## src/common/rob_pkg.sv

```systemverilog
// Reorder buffer shared types
package rob_pkg;

    // Widths that carry a meaning in the datapath
    typedef logic [31:0] data_t;
    typedef logic [31:0] addr_t;
    typedef logic [4:0]  rat_idx_t;

    // Buffer tag, wide enough for a depth of up to 16 slots
    typedef logic [3:0]  rob_idx_t;

    // Op class as it arrives from dispatch
    typedef enum logic [2:0] {
        OPC_ALU    = 3'd0,
        OPC_BRANCH = 3'd1,
        OPC_JL     = 3'd2,
        OPC_LD     = 3'd3,
        OPC_ST     = 3'd4
    } opcode_t;

    // One-hot op kind held by every entry
    localparam int OP_IS_WIDTH   = 5;
    localparam int OP_IS_ALU_IDX = 0;
    localparam int OP_IS_BR_IDX  = 1;
    localparam int OP_IS_JL_IDX  = 2;
    localparam int OP_IS_LD_IDX  = 3;
    localparam int OP_IS_ST_IDX  = 4;

    typedef logic [OP_IS_WIDTH-1:0] op_is_t;

    // Raw dispatch as seen at the top level ports
    typedef struct packed {
        opcode_t  opcode;
        addr_t    pc;
        rat_idx_t rdst;
        data_t    rdst_data;
    } dispatch_t;

    // Decoded dispatch written into the tail slot
    typedef struct packed {
        op_is_t   op_is;
        addr_t    pc;
        rat_idx_t rdst;
        data_t    rdst_data;
    } entry_init_t;

    // One port of the common data bus
    typedef struct packed {
        logic     en;
        logic     redirect;
        data_t    data;
        rob_idx_t tag;
    } cdb_t;

    // Contents of an entry, and of the head entry as it retires
    typedef struct packed {
        logic     redirect;
        data_t    data;
        rat_idx_t rdst;
        op_is_t   op_is;
        addr_t    pc;
    } retire_t;

endpackage

```

## src/rob/rob_entry.sv

```systemverilog
// Reorder buffer slot
module rob_entry #(
    parameter int OPTN_CDB_DEPTH = 2
) (
    input  logic                 clk,
    input  logic                 i_reset,

    // Flush from a redirecting retirement
    input  logic                 i_flush,

    // Fixed tag of this slot
    input  rob_pkg::rob_idx_t    i_rob_tag,

    // Common data bus, one element per port
    input  rob_pkg::cdb_t        i_cdb [OPTN_CDB_DEPTH],

    // Dispatch into this slot
    input  logic                 i_dispatch_en,
    input  rob_pkg::entry_init_t i_entry_init,

    // Retire and LSU acknowledges, already gated to the head slot
    input  logic                 i_retire_en,
    input  logic                 i_lsu_retire_lq_ack,
    input  logic                 i_lsu_retire_sq_ack,
    input  logic                 i_lsu_retire_misspeculated,

    output logic                 o_retirable,
    output logic                 o_lsu_pending,
    output rob_pkg::retire_t     o_entry
);
    import rob_pkg::*;

    typedef enum logic [1:0] {
        INVALID     = 2'b00,
        PENDING     = 2'b01,
        LSU_PENDING = 2'b10,
        RETIRABLE   = 2'b11
    } entry_state_t;

    entry_state_t state_r;
    entry_state_t state_next;

    // Payload of the slot, laid out the same way it leaves at retirement
    retire_t entry_r;
    retire_t entry_next;

    // Per-port tag match, only while the op waits for its result
    logic [OPTN_CDB_DEPTH-1:0] cdb_match;
    logic                      cdb_hit;

    // A load or store leaves PENDING for LSU_PENDING instead of RETIRABLE
    logic is_lsu_op;
    logic lq_done;
    logic sq_done;

    always_comb begin
        for (int i = 0; i < OPTN_CDB_DEPTH; i++) begin
            cdb_match[i] = (state_r == PENDING) && i_cdb[i].en && (i_cdb[i].tag == i_rob_tag);
        end
    end

    assign cdb_hit   = |cdb_match;
    assign is_lsu_op = entry_r.op_is[OP_IS_LD_IDX] | entry_r.op_is[OP_IS_ST_IDX];

    // The load queue ack only counts for a load, and the store queue ack for a store
    assign lq_done = (state_r == LSU_PENDING) && entry_r.op_is[OP_IS_LD_IDX] && i_lsu_retire_lq_ack;
    assign sq_done = (state_r == LSU_PENDING) && entry_r.op_is[OP_IS_ST_IDX] && i_lsu_retire_sq_ack;

    // Payload update, lowest priority first
    always_comb begin
        entry_next = entry_r;

        // The load queue reports a misspeculated load through the redirect bit
        if (lq_done) begin
            entry_next.redirect = i_lsu_retire_misspeculated;
        end

        // Bus results land in data, or in pc when the op is a jump-and-link
        for (int i = 0; i < OPTN_CDB_DEPTH; i++) begin
            if (cdb_match[i]) begin
                entry_next.redirect = i_cdb[i].redirect;
                if (entry_r.op_is[OP_IS_JL_IDX]) begin
                    entry_next.pc = addr_t'(i_cdb[i].data);
                end else begin
                    entry_next.data = i_cdb[i].data;
                end
            end
        end

        // A new op replaces everything and starts with redirect clear
        if (i_dispatch_en) begin
            entry_next.redirect = 1'b0;
            entry_next.data     = i_entry_init.rdst_data;
            entry_next.rdst     = i_entry_init.rdst;
            entry_next.op_is    = i_entry_init.op_is;
            entry_next.pc       = i_entry_init.pc;
        end
    end

    always_ff @(posedge clk) begin
        entry_r <= entry_next;
    end

    // Slot life cycle
    always_comb begin
        state_next = state_r;

        case (state_r)
            INVALID: begin
                if (i_dispatch_en) state_next = PENDING;
            end
            PENDING: begin
                if (cdb_hit) state_next = is_lsu_op ? LSU_PENDING : RETIRABLE;
            end
            LSU_PENDING: begin
                if (lq_done || sq_done) state_next = RETIRABLE;
            end
            RETIRABLE: begin
                if (i_retire_en) state_next = INVALID;
            end
            default: begin
                state_next = INVALID;
            end
        endcase

        // A flush empties the slot whatever it was doing
        if (i_flush) state_next = INVALID;
    end

    always_ff @(posedge clk) begin
        if (i_reset) begin
            state_r <= INVALID;
        end else begin
            state_r <= state_next;
        end
    end

    assign o_retirable   = (state_r == RETIRABLE);
    assign o_lsu_pending = (state_r == LSU_PENDING);
    assign o_entry       = entry_r;

    // The queue only writes the tail slot, which must have been retired or flushed
    a_dispatch_to_free: assert property (@(posedge clk) disable iff (i_reset)
        i_dispatch_en |-> (state_r == INVALID));

    // The queue only retires the head slot once it has completed
    a_retire_completed: assert property (@(posedge clk) disable iff (i_reset)
        i_retire_en |-> (state_r == RETIRABLE));

endmodule

```

## src/rob/rob_queue.sv

```systemverilog
// Reorder buffer queue
module rob_queue #(
    parameter int OPTN_ROB_DEPTH = 8,
    parameter int OPTN_CDB_DEPTH = 2
) (
    input  logic                 clk,
    input  logic                 i_reset,

    input  logic                 i_dispatch_en,
    input  rob_pkg::entry_init_t i_entry_init,

    input  rob_pkg::cdb_t        i_cdb [OPTN_CDB_DEPTH],

    input  logic                 i_lsu_retire_lq_ack,
    input  logic                 i_lsu_retire_sq_ack,
    input  logic                 i_lsu_retire_misspeculated,

    output rob_pkg::rob_idx_t    o_dispatch_tag,
    output logic                 o_rob_full,
    output logic                 o_lsu_retire_req,
    output logic                 o_retire_en,
    output rob_pkg::retire_t     o_retire
);
    import rob_pkg::*;

    localparam int IDX_W = $clog2(OPTN_ROB_DEPTH);

    // Pointers wrap on their own since the depth is a power of two
    logic [IDX_W-1:0] head_r;
    logic [IDX_W-1:0] tail_r;
    logic [IDX_W:0]   count_r;

    // Per-slot status and contents
    logic [OPTN_ROB_DEPTH-1:0] retirable;
    logic [OPTN_ROB_DEPTH-1:0] lsu_pending;
    retire_t                   entries [OPTN_ROB_DEPTH];

    // Per-slot steering of dispatch, retire and the LSU acknowledges
    logic [OPTN_ROB_DEPTH-1:0] dispatch_sel;
    logic [OPTN_ROB_DEPTH-1:0] retire_sel;
    logic [OPTN_ROB_DEPTH-1:0] lq_ack_sel;
    logic [OPTN_ROB_DEPTH-1:0] sq_ack_sel;

    logic dispatch_fire;
    logic flush;

    assign o_rob_full     = (count_r == (IDX_W+1)'(OPTN_ROB_DEPTH));
    assign o_dispatch_tag = rob_idx_t'(tail_r);

    // The head slot decides retirement and the LSU request
    assign o_retire_en      = retirable[head_r];
    assign o_retire         = entries[head_r];
    assign o_lsu_retire_req = lsu_pending[head_r];

    // A redirecting op retires normally and empties the buffer at the same edge
    assign flush = o_retire_en & o_retire.redirect;

    // Dispatch is dropped when full, or when it is younger than a redirect
    assign dispatch_fire = i_dispatch_en & ~o_rob_full & ~flush;

    always_comb begin
        for (int i = 0; i < OPTN_ROB_DEPTH; i++) begin
            dispatch_sel[i] = dispatch_fire && (tail_r == IDX_W'(i));
            retire_sel[i]   = o_retire_en && (head_r == IDX_W'(i));
            // LSU acknowledges always refer to the oldest op
            lq_ack_sel[i]   = i_lsu_retire_lq_ack && (head_r == IDX_W'(i));
            sq_ack_sel[i]   = i_lsu_retire_sq_ack && (head_r == IDX_W'(i));
        end
    end

    for (genvar g = 0; g < OPTN_ROB_DEPTH; g++) begin : g_entry
        rob_entry #(
            .OPTN_CDB_DEPTH(OPTN_CDB_DEPTH)
        ) u_entry (
            .clk                        (clk),
            .i_reset                    (i_reset),
            .i_flush                    (flush),
            .i_rob_tag                  (rob_idx_t'(g)),
            .i_cdb                      (i_cdb),
            .i_dispatch_en              (dispatch_sel[g]),
            .i_entry_init               (i_entry_init),
            .i_retire_en                (retire_sel[g]),
            .i_lsu_retire_lq_ack        (lq_ack_sel[g]),
            .i_lsu_retire_sq_ack        (sq_ack_sel[g]),
            .i_lsu_retire_misspeculated (i_lsu_retire_misspeculated),
            .o_retirable                (retirable[g]),
            .o_lsu_pending              (lsu_pending[g]),
            .o_entry                    (entries[g])
        );
    end

    // Head, tail and count move together, and a flush returns them all to zero
    always_ff @(posedge clk) begin
        if (i_reset || flush) begin
            head_r  <= '0;
            tail_r  <= '0;
            count_r <= '0;
        end else begin
            if (dispatch_fire) tail_r <= tail_r + 1'b1;
            if (o_retire_en) head_r <= head_r + 1'b1;

            case ({dispatch_fire, o_retire_en})
                2'b10:   count_r <= count_r + 1'b1;
                2'b01:   count_r <= count_r - 1'b1;
                default: count_r <= count_r;
            endcase
        end
    end

    // Dropping dispatches while full keeps the occupancy bounded
    a_count_bound: assert property (@(posedge clk) disable iff (i_reset)
        count_r <= (IDX_W+1)'(OPTN_ROB_DEPTH));

    // A retiring head must be an op that the count still holds
    a_retire_head: assert property (@(posedge clk) disable iff (i_reset)
        o_retire_en |-> (count_r != '0));

endmodule

```

## config.mk

```make
export PLATFORM = sky130hd
export DESIGN_NAME = rob_queue
export DESIGN_NICKNAME = d
export VERILOG_FILES = /design/src/common/rob_pkg.sv /design/src/rob/rob_entry.sv /design/src/rob/rob_queue.sv
export SDC_FILE = /design/constraint.sdc
export NUM_CORES = 2
export LEC_CHECK = 0
export BUFFER_PORTS_ARGS = -buffer_cell sky130_fd_sc_hd__buf_4
export CORE_MARGIN = 5
export CORE_UTILIZATION = 47
export CTS_CLUSTER_DIAMETER = 40
export DETAILED_ROUTE_END_ITERATION = 8
export GPL_TIMING_DRIVEN = 0
export HOLD_SLACK_MARGIN = 0.15
export PLACE_DENSITY_LB_ADDON = 0.1
export SKIP_LAST_GASP = 1
export SLEW_MARGIN = 20
export SYNTH_ARGS = -nofsm -noshare
export SYNTH_HDL_FRONTEND = slang
export SYNTH_SLANG_ARGS = --single-unit
export TNS_END_PERCENT = 30
```

## constraint.sdc

```tcl
create_clock -name clk -period 3 [get_ports clk]
set_input_delay 0.45 -clock clk [delete_from_list [all_inputs] [get_ports clk]]
set_output_delay 0.45 -clock clk [all_outputs]
set_load 0.02 [all_outputs]
```

# Word level (Yosys, flattened, before mapping)
# Cells that the tools add are included.
[classes] n_addsub=4 magnitude_cmp=2 eq_ne=87 n_mux=136 bitwise=14 n_reduce_logical=143
[ops] cell="$mux W32" count=48
[ops] cell="$mux W74" count=8
[ops] cell="$mux W33" count=16
[ops] cell="$bmux W75 S3" count=1
[ops] cell="$mux W75" count=2
[ops] cell="$logic_and A1 B1 Y1" count=96
[ops] cell="$mux W2" count=32
[ops] cell="$pmux W2 S4" count=8
[ops] cell="$ne A2 B1 Y1 const B" count=24
[ops] cell="$eq A2 B2 Y1 const B" count=17
[ops] cell="$eq A4 B3 Y1 const B" count=8
[ops] cell="$reduce_and A4 Y1" count=8
[ops] cell="$eq A3 B3 Y1 const B" count=8
[ops] cell="$reduce_bool A3 Y1" count=8
[ops] cell="$eq A2 B1 Y1 const B" count=9
[ops] cell="$mux W1" count=18
[ops] cell="$reduce_or A2 Y1" count=9
[ops] cell="$eq A4 B2 Y1 const B" count=4
[ops] cell="$logic_not A2 Y1" count=8
[ops] cell="$ne A2 B2 Y1 const B" count=8
[ops] cell="$eq A3 B2 Y1 const B" count=4
[ops] cell="$logic_or A1 B1 Y1" count=9
[ops] cell="$eq A4 B1 Y1 const B" count=2
[ops] cell="$logic_not A4 Y1" count=2
[ops] cell="15 further kinds" count=29
[totals] ff_bits=626 inputBits=156 output_inout_bits=82 word_cells=437

# Depth between registers and ports, before layout
[logic_depth] word_depth=10 depth_mapped=11 mapped_depth_nobuf=11

# Cells and area by module
# Synthesis repeated with hierarchy kept, for this count alone.
[hier_totals] cells_unflattened=4524 hier_area_um2=38525.7
[modules_own_cells] mod="rob_entry" instances=8 cells_each=497 area_per_inst_um2=4124.0
[modules_own_cells] mod="rob_queue" instances=1 cells_each=548 area_per_inst_um2=5534.1

# Least setup slack after synthesis
# No wires, ideal clock.
[synth_path] kind="register to register" startpoint="register g_entry[6].u_entry.state_r[0]" endpoint="register count_r[2]" setup_time_ps=70 arrival_ps=2782 required_time_ps=2930 path_slack_ps=148 path_stages_with_launch=12 n_path_buf=0 synth_period_minus_slack_ps=2852 path_cell_list="dfxtp_1 -> ha_1 -> mux4_2 -> mux2i_4 -> o21ai_0 -> ha_1 -> xor2_1 -> ha_1 -> a21oi_1 -> xor2_1 -> or3_1 -> a21oi_1"
[synth_via] elab_chain_len=8 elab_cells_between_ends=11 cone_classes="eq/ne (3); mux (3); bitwise (3); reduce/logical (2)"
[synth_lines] element="start: declaration" line="rob_entry.sv:40" source="entry_state_t state_r;"
[synth_lines] element="start signal: assignment" line="rob_entry.sv:134" source="state_r <= state_next;"
[synth_lines] element="$eq A2 B2 Y1 (*)" line="rob_entry.sv:138" source="assign o_retirable = (state_r == RETIRABLE);"
[synth_lines] element="$bmux W1 S3 (*)" line="rob_queue.sv:51" source="assign o_retire_en = retirable[head_r];"
[synth_lines] element="$mux W1 (implied by the code) (*)" line="rob_queue.sv:51"
[synth_lines] element="$and A1 B1 Y1" line="rob_queue.sv:56" source="assign flush = o_retire_en & o_retire.redirect;"
[synth_lines] element="$not A1 Y1" line="rob_queue.sv:59" source="assign dispatch_fire = i_dispatch_en & ~o_rob_full & ~flush;"
[synth_lines] element="$and A1 B1 Y1" line="rob_queue.sv:59"
[synth_lines] element="$eq A2 B1 Y1 or $eq A2 B2 Y1 (tied branches)" line="rob_queue.sv:102" source="case ({dispatch_fire, o_retire_en})"
[synth_lines] element="$pmux W4 S2 or $reduce_bool A2 Y1 (tied branches)"
[synth_lines] element="end signal: assignment" line="rob_queue.sv:103" source="2'b10: count_r <= count_r + 1'b1;"
[synth_lines] element="end signal: assignment" line="rob_queue.sv:104" source="2'b01: count_r <= count_r - 1'b1;"
[synth_lines] element="end signal: assignment" line="rob_queue.sv:105" source="default: count_r <= count_r;"
[synth_lines] element="end: declaration" line="rob_queue.sv:31" source="logic [IDX_W:0] count_r;"
# Every way passes the cells marked *; elsewhere a longest branch is shown, timed or not. The select of a mux whose other input is x is not followed.
# A chain may end at the register's enable or synchronous reset.

==> metrics.txt <==
status=finished, violations left; failing checks=setup timing; largest family of logic cells by synthesized area=compound AO/OA/AOI/OAI gates; Antenna Nets Post-Route=0; Worst setup SP type=flip-flop; period utilisation layout=1.108; Via density=6.670; max-slew headroom at the worst pin=0.2051; Peak VDD IR=0.0005389 V; initial antenna violation count=12; worst-path fanout max=10; Crit. End Element=primary output; WP data required=2550 ps; Hold Path Depth=3; power density cells=821.9 nW/µm²; mux share of post-synthesis cell area=0.1808; H-tree depth=3; overall global routing resource usage=0.3996; Compound-Gate Fraction of Synth Area=0.2292; worst-skew pair later-pin latency=720 ps; Core ar.=77720 µm²; via count=37870; gpl congestion=1.015; DR pass1 iterations=8; clock sink total=626; max-slew violation count=0; Largest stage delay, worst path=860 ps; Buf/Inv on CP=2; worst slew pin tran=1192 ps; I/O Pins=238; Finish-stage setup viols=198; Synth area leaders=dfxtp_1 (29%), mux4_2 (9.4%), edfxtp_1 (7.8%); First DRT Iteration DRCs=5191; critical path class=reg2out; Worst Hold Path EP=g_entry[4].u_entry.o_entry[47]$_DFF_P_; post-placement cell area=39620 µm²; class of the worst hold path=in2reg; Seq cells post-synth=626; average wire per standard cell=31.45 µm; Post-route DRC=0; Cell Rows=102; Starting Density=0.4757; r2r setup slk=-200 ps; Die W=290.5 µm; cell count after synthesis=4123; crit path DAT=2870 ps; clock transition at the registers of the reported paths=60 ps; main flop type after synthesis=dfxtp_1; port bufs=164; Worst Clk Skew=47.79 ps; vias in the first global route=36620; YS warnings=0; die footprint=84370 µm²; ys async rst share=0; grt ovf=0; TritonCTS clock tree=built; Synth Area in Simple Gates=0.1381; Max Freq=300.8 MHz; Yosys top cell by area=dfxtp_1; adder-cell area share of the yosys netlist=0.01828; Synth Cell Area=36970 µm²; Die Y=290.5 µm; Synth cell types=77; worst hold start=i_entry_init[5]; first-pass GRT wire length=253.4 mm; max-cap viol count=0; Pleak=18.26 nW; Tot Pwr=38.21 mW; post-placement setup slack=-1575 ps; Syn Nets=4333; CTS Buf Count=121; slowest CP cell=clkbuf_1; clk buf depth=3; unrepaired setup endpoints after global routing=yes; minimum clock period=3324 ps; hold slack=166.8 ps; Worst Reg-to-Reg Cells=9; Avg Cell Area, Syn=8.967 µm²; Clock Tree Root=clkbuf_16; layout cells sized above 1=0.2126; largest net degree at the start of global routing=20; Seq/Total Area, Yosys=0.3650; WL final=178.6 mm; Final nets=4731; R2R Path End=g_entry[6].u_entry.o_entry[28]$_DFF_P_; CP cell instances=clkbuf_1 > mux4_2 > nand2_1 > o21ai_1 > buf_4; final worst setup slack=-324.3 ps; final instance area=46480 µm²; P&R area growth vs syn=25.73%; HPWL Detailed=128.9 mm; share of the synthesized area in the top cell type=0.2870; Top delay family on crit path=buffers and inverters; Synth Area in XOR/XNOR=0.0009476; Final Hold Viols=0; reg2reg start=g_entry[6].u_entry.state_r[1]$_SDFFE_PP0P_; Post-synth EDFFs=96
[metal layers]
metal  up-vias  global-route usage  wire (µm)
li1      16032                   -          -
met1     18371              0.5261      68060
met2      2846              0.5814      74110
met3       615              0.1411      25160
met4         6              0.2057      11230
met5         -                   0         39
[worst max-delay path by stage]
stage,cells after the start,from,end
floorplan,11,g_entry[6].u_entry.state_r[0]$_SDFFE_PP0P_,count_r[2]$_SDFFE_PP0P_
global placement,8,head_r[1]$_SDFFE_PP0P_,o_retire[67]
detailed placement,8,head_r[1]$_SDFFE_PP0P_,o_retire[43]
CTS,9,g_entry[4].u_entry.state_r[1]$_SDFFE_PP0P_,g_entry[4].u_entry.o_entry[61]$_DFF_P_
global route,5,g_entry[5].u_entry.o_entry[34]$_DFFE_PP_,o_retire[34]
finish,5,g_entry[5].u_entry.o_entry[34]$_DFFE_PP_,o_retire[34]
[logic make-up (layout without fill, tap and decap cells)]
kind of cell,count (synthesis),count (layout)
xor+xnor,4,4
compound gates,1156,1156
buf+inv,598,1103
other cells,1,11
simple gates,1224,1224
flops,626,626
fa+ha+maj,54,54
mux,460,460
[sequential cells by signal, indices dropped and copies added, names as in the netlist, named ones only]
signal                   flops
count_r                      4
head_r                       3
g_entry.u_entry.o_entry    584
g_entry.u_entry.state_r     16
tail_r                       3
[report_power, final]
part	internal, mW	switching [mW]	leakage, nW
Clock	9.41	5.15	2.10
Combinational	5.30	4.86	10.9
Sequential	11.7	1.82	5.30
[Yosys cell counts (54+ instances only)]
cell / n
mux2_2: 91
a22oi_1: 105
nand2_1: 533
a21o_1: 126
o31ai_1: 165
mux4_2: 155
ha_1: 54
edfxtp_1: 96
a221oi_1: 128
dfxtp_1: 530
inv_1: 74
nor2_1: 435
o21ai_0: 180
a211oi_1: 156
clkbuf_1: 346
nand3_1: 151
mux2i_1: 212
a22o_1: 99
buf_2: 106
[through the flow]
step / setup TNS [ps] / instances / utilization
after global placement: -561200 / 5327 / 0.5083
after floorplan: 0 / 4123 / -
after global routing: -16570 / 5674 / 0.5979
after CTS: -15010 / 5653 / 0.5933
after detailed placement: -474750 / 5334 / 0.5097
final: -16310 / 5678 / 0.5981
[cell type report]
type	count	area [µm²]
Antenna cell	10	25.02
Buffer	507	3004
Clock buffer	153	3342
Clock inverter	77	1032
Fill cell	6835	31240
Inverter	81	331.6
Multi-Input combinational cell	2899	21270
Sequential cell	626	13500
Tap cell	1040	1301
Timing Repair Buffer	285	2683
[cell usage in the layout, fill, tap and decap left out, types with 11 or more instances in the layout]
| master | count |
|---|---|
| dfxtp_1 | 528 |
| nand2_1 | 506 |
| nor2_1 | 433 |
| clkbuf_1 | 301 |
| buf_4 | 213 |
| mux2i_1 | 212 |
| o21ai_0 | 178 |
| o31ai_1 | 165 |
| a211oi_1 | 156 |
| mux4_2 | 155 |
| nand3_1 | 151 |
| clkbuf_16 | 137 |
| a221oi_1 | 128 |
| a21o_1 | 126 |
| a22oi_1 | 105 |
| a22o_1 | 99 |
| edfxtp_1 | 96 |
| mux2_2 | 91 |
| buf_2 | 89 |
| inv_1 | 72 |
| dlygate4sd3_1 | 59 |
| ha_1 | 50 |
| o21ai_1 | 44 |
| clkbuf_2 | 37 |
| o22ai_1 | 36 |
| nor2b_1 | 35 |
| buf_6 | 31 |
| a2bb2oi_1 | 30 |
| o2bb2ai_1 | 26 |
| nand2_2 | 26 |
| clkinv_4 | 23 |
| buf_12 | 20 |
| clkbuf_8 | 18 |
| bufinv_16 | 17 |
| a21oi_1 | 16 |
| buf_16 | 15 |
| clkinvlp_4 | 13 |
| inv_6 | 12 |
| buf_8 | 11 |
[tightest hold or removal path, delay by kind of cell]
kind,cells,cell delay [ps]
simple gates,1,110
compound gates,1,60
buf+inv,1,210
[timing repair]
item / CTS / global route
endpoints found under the setup margin: 710 / 623
endpoints found under the hold margin: 378 / 0
hold buffers: 59 / 0
cloned: 11 / 2
gates resized for setup: 343 / 67
pin swaps: 7 / 8
setup buffers: 26 / 16
(Power assumes the default switching activity.)
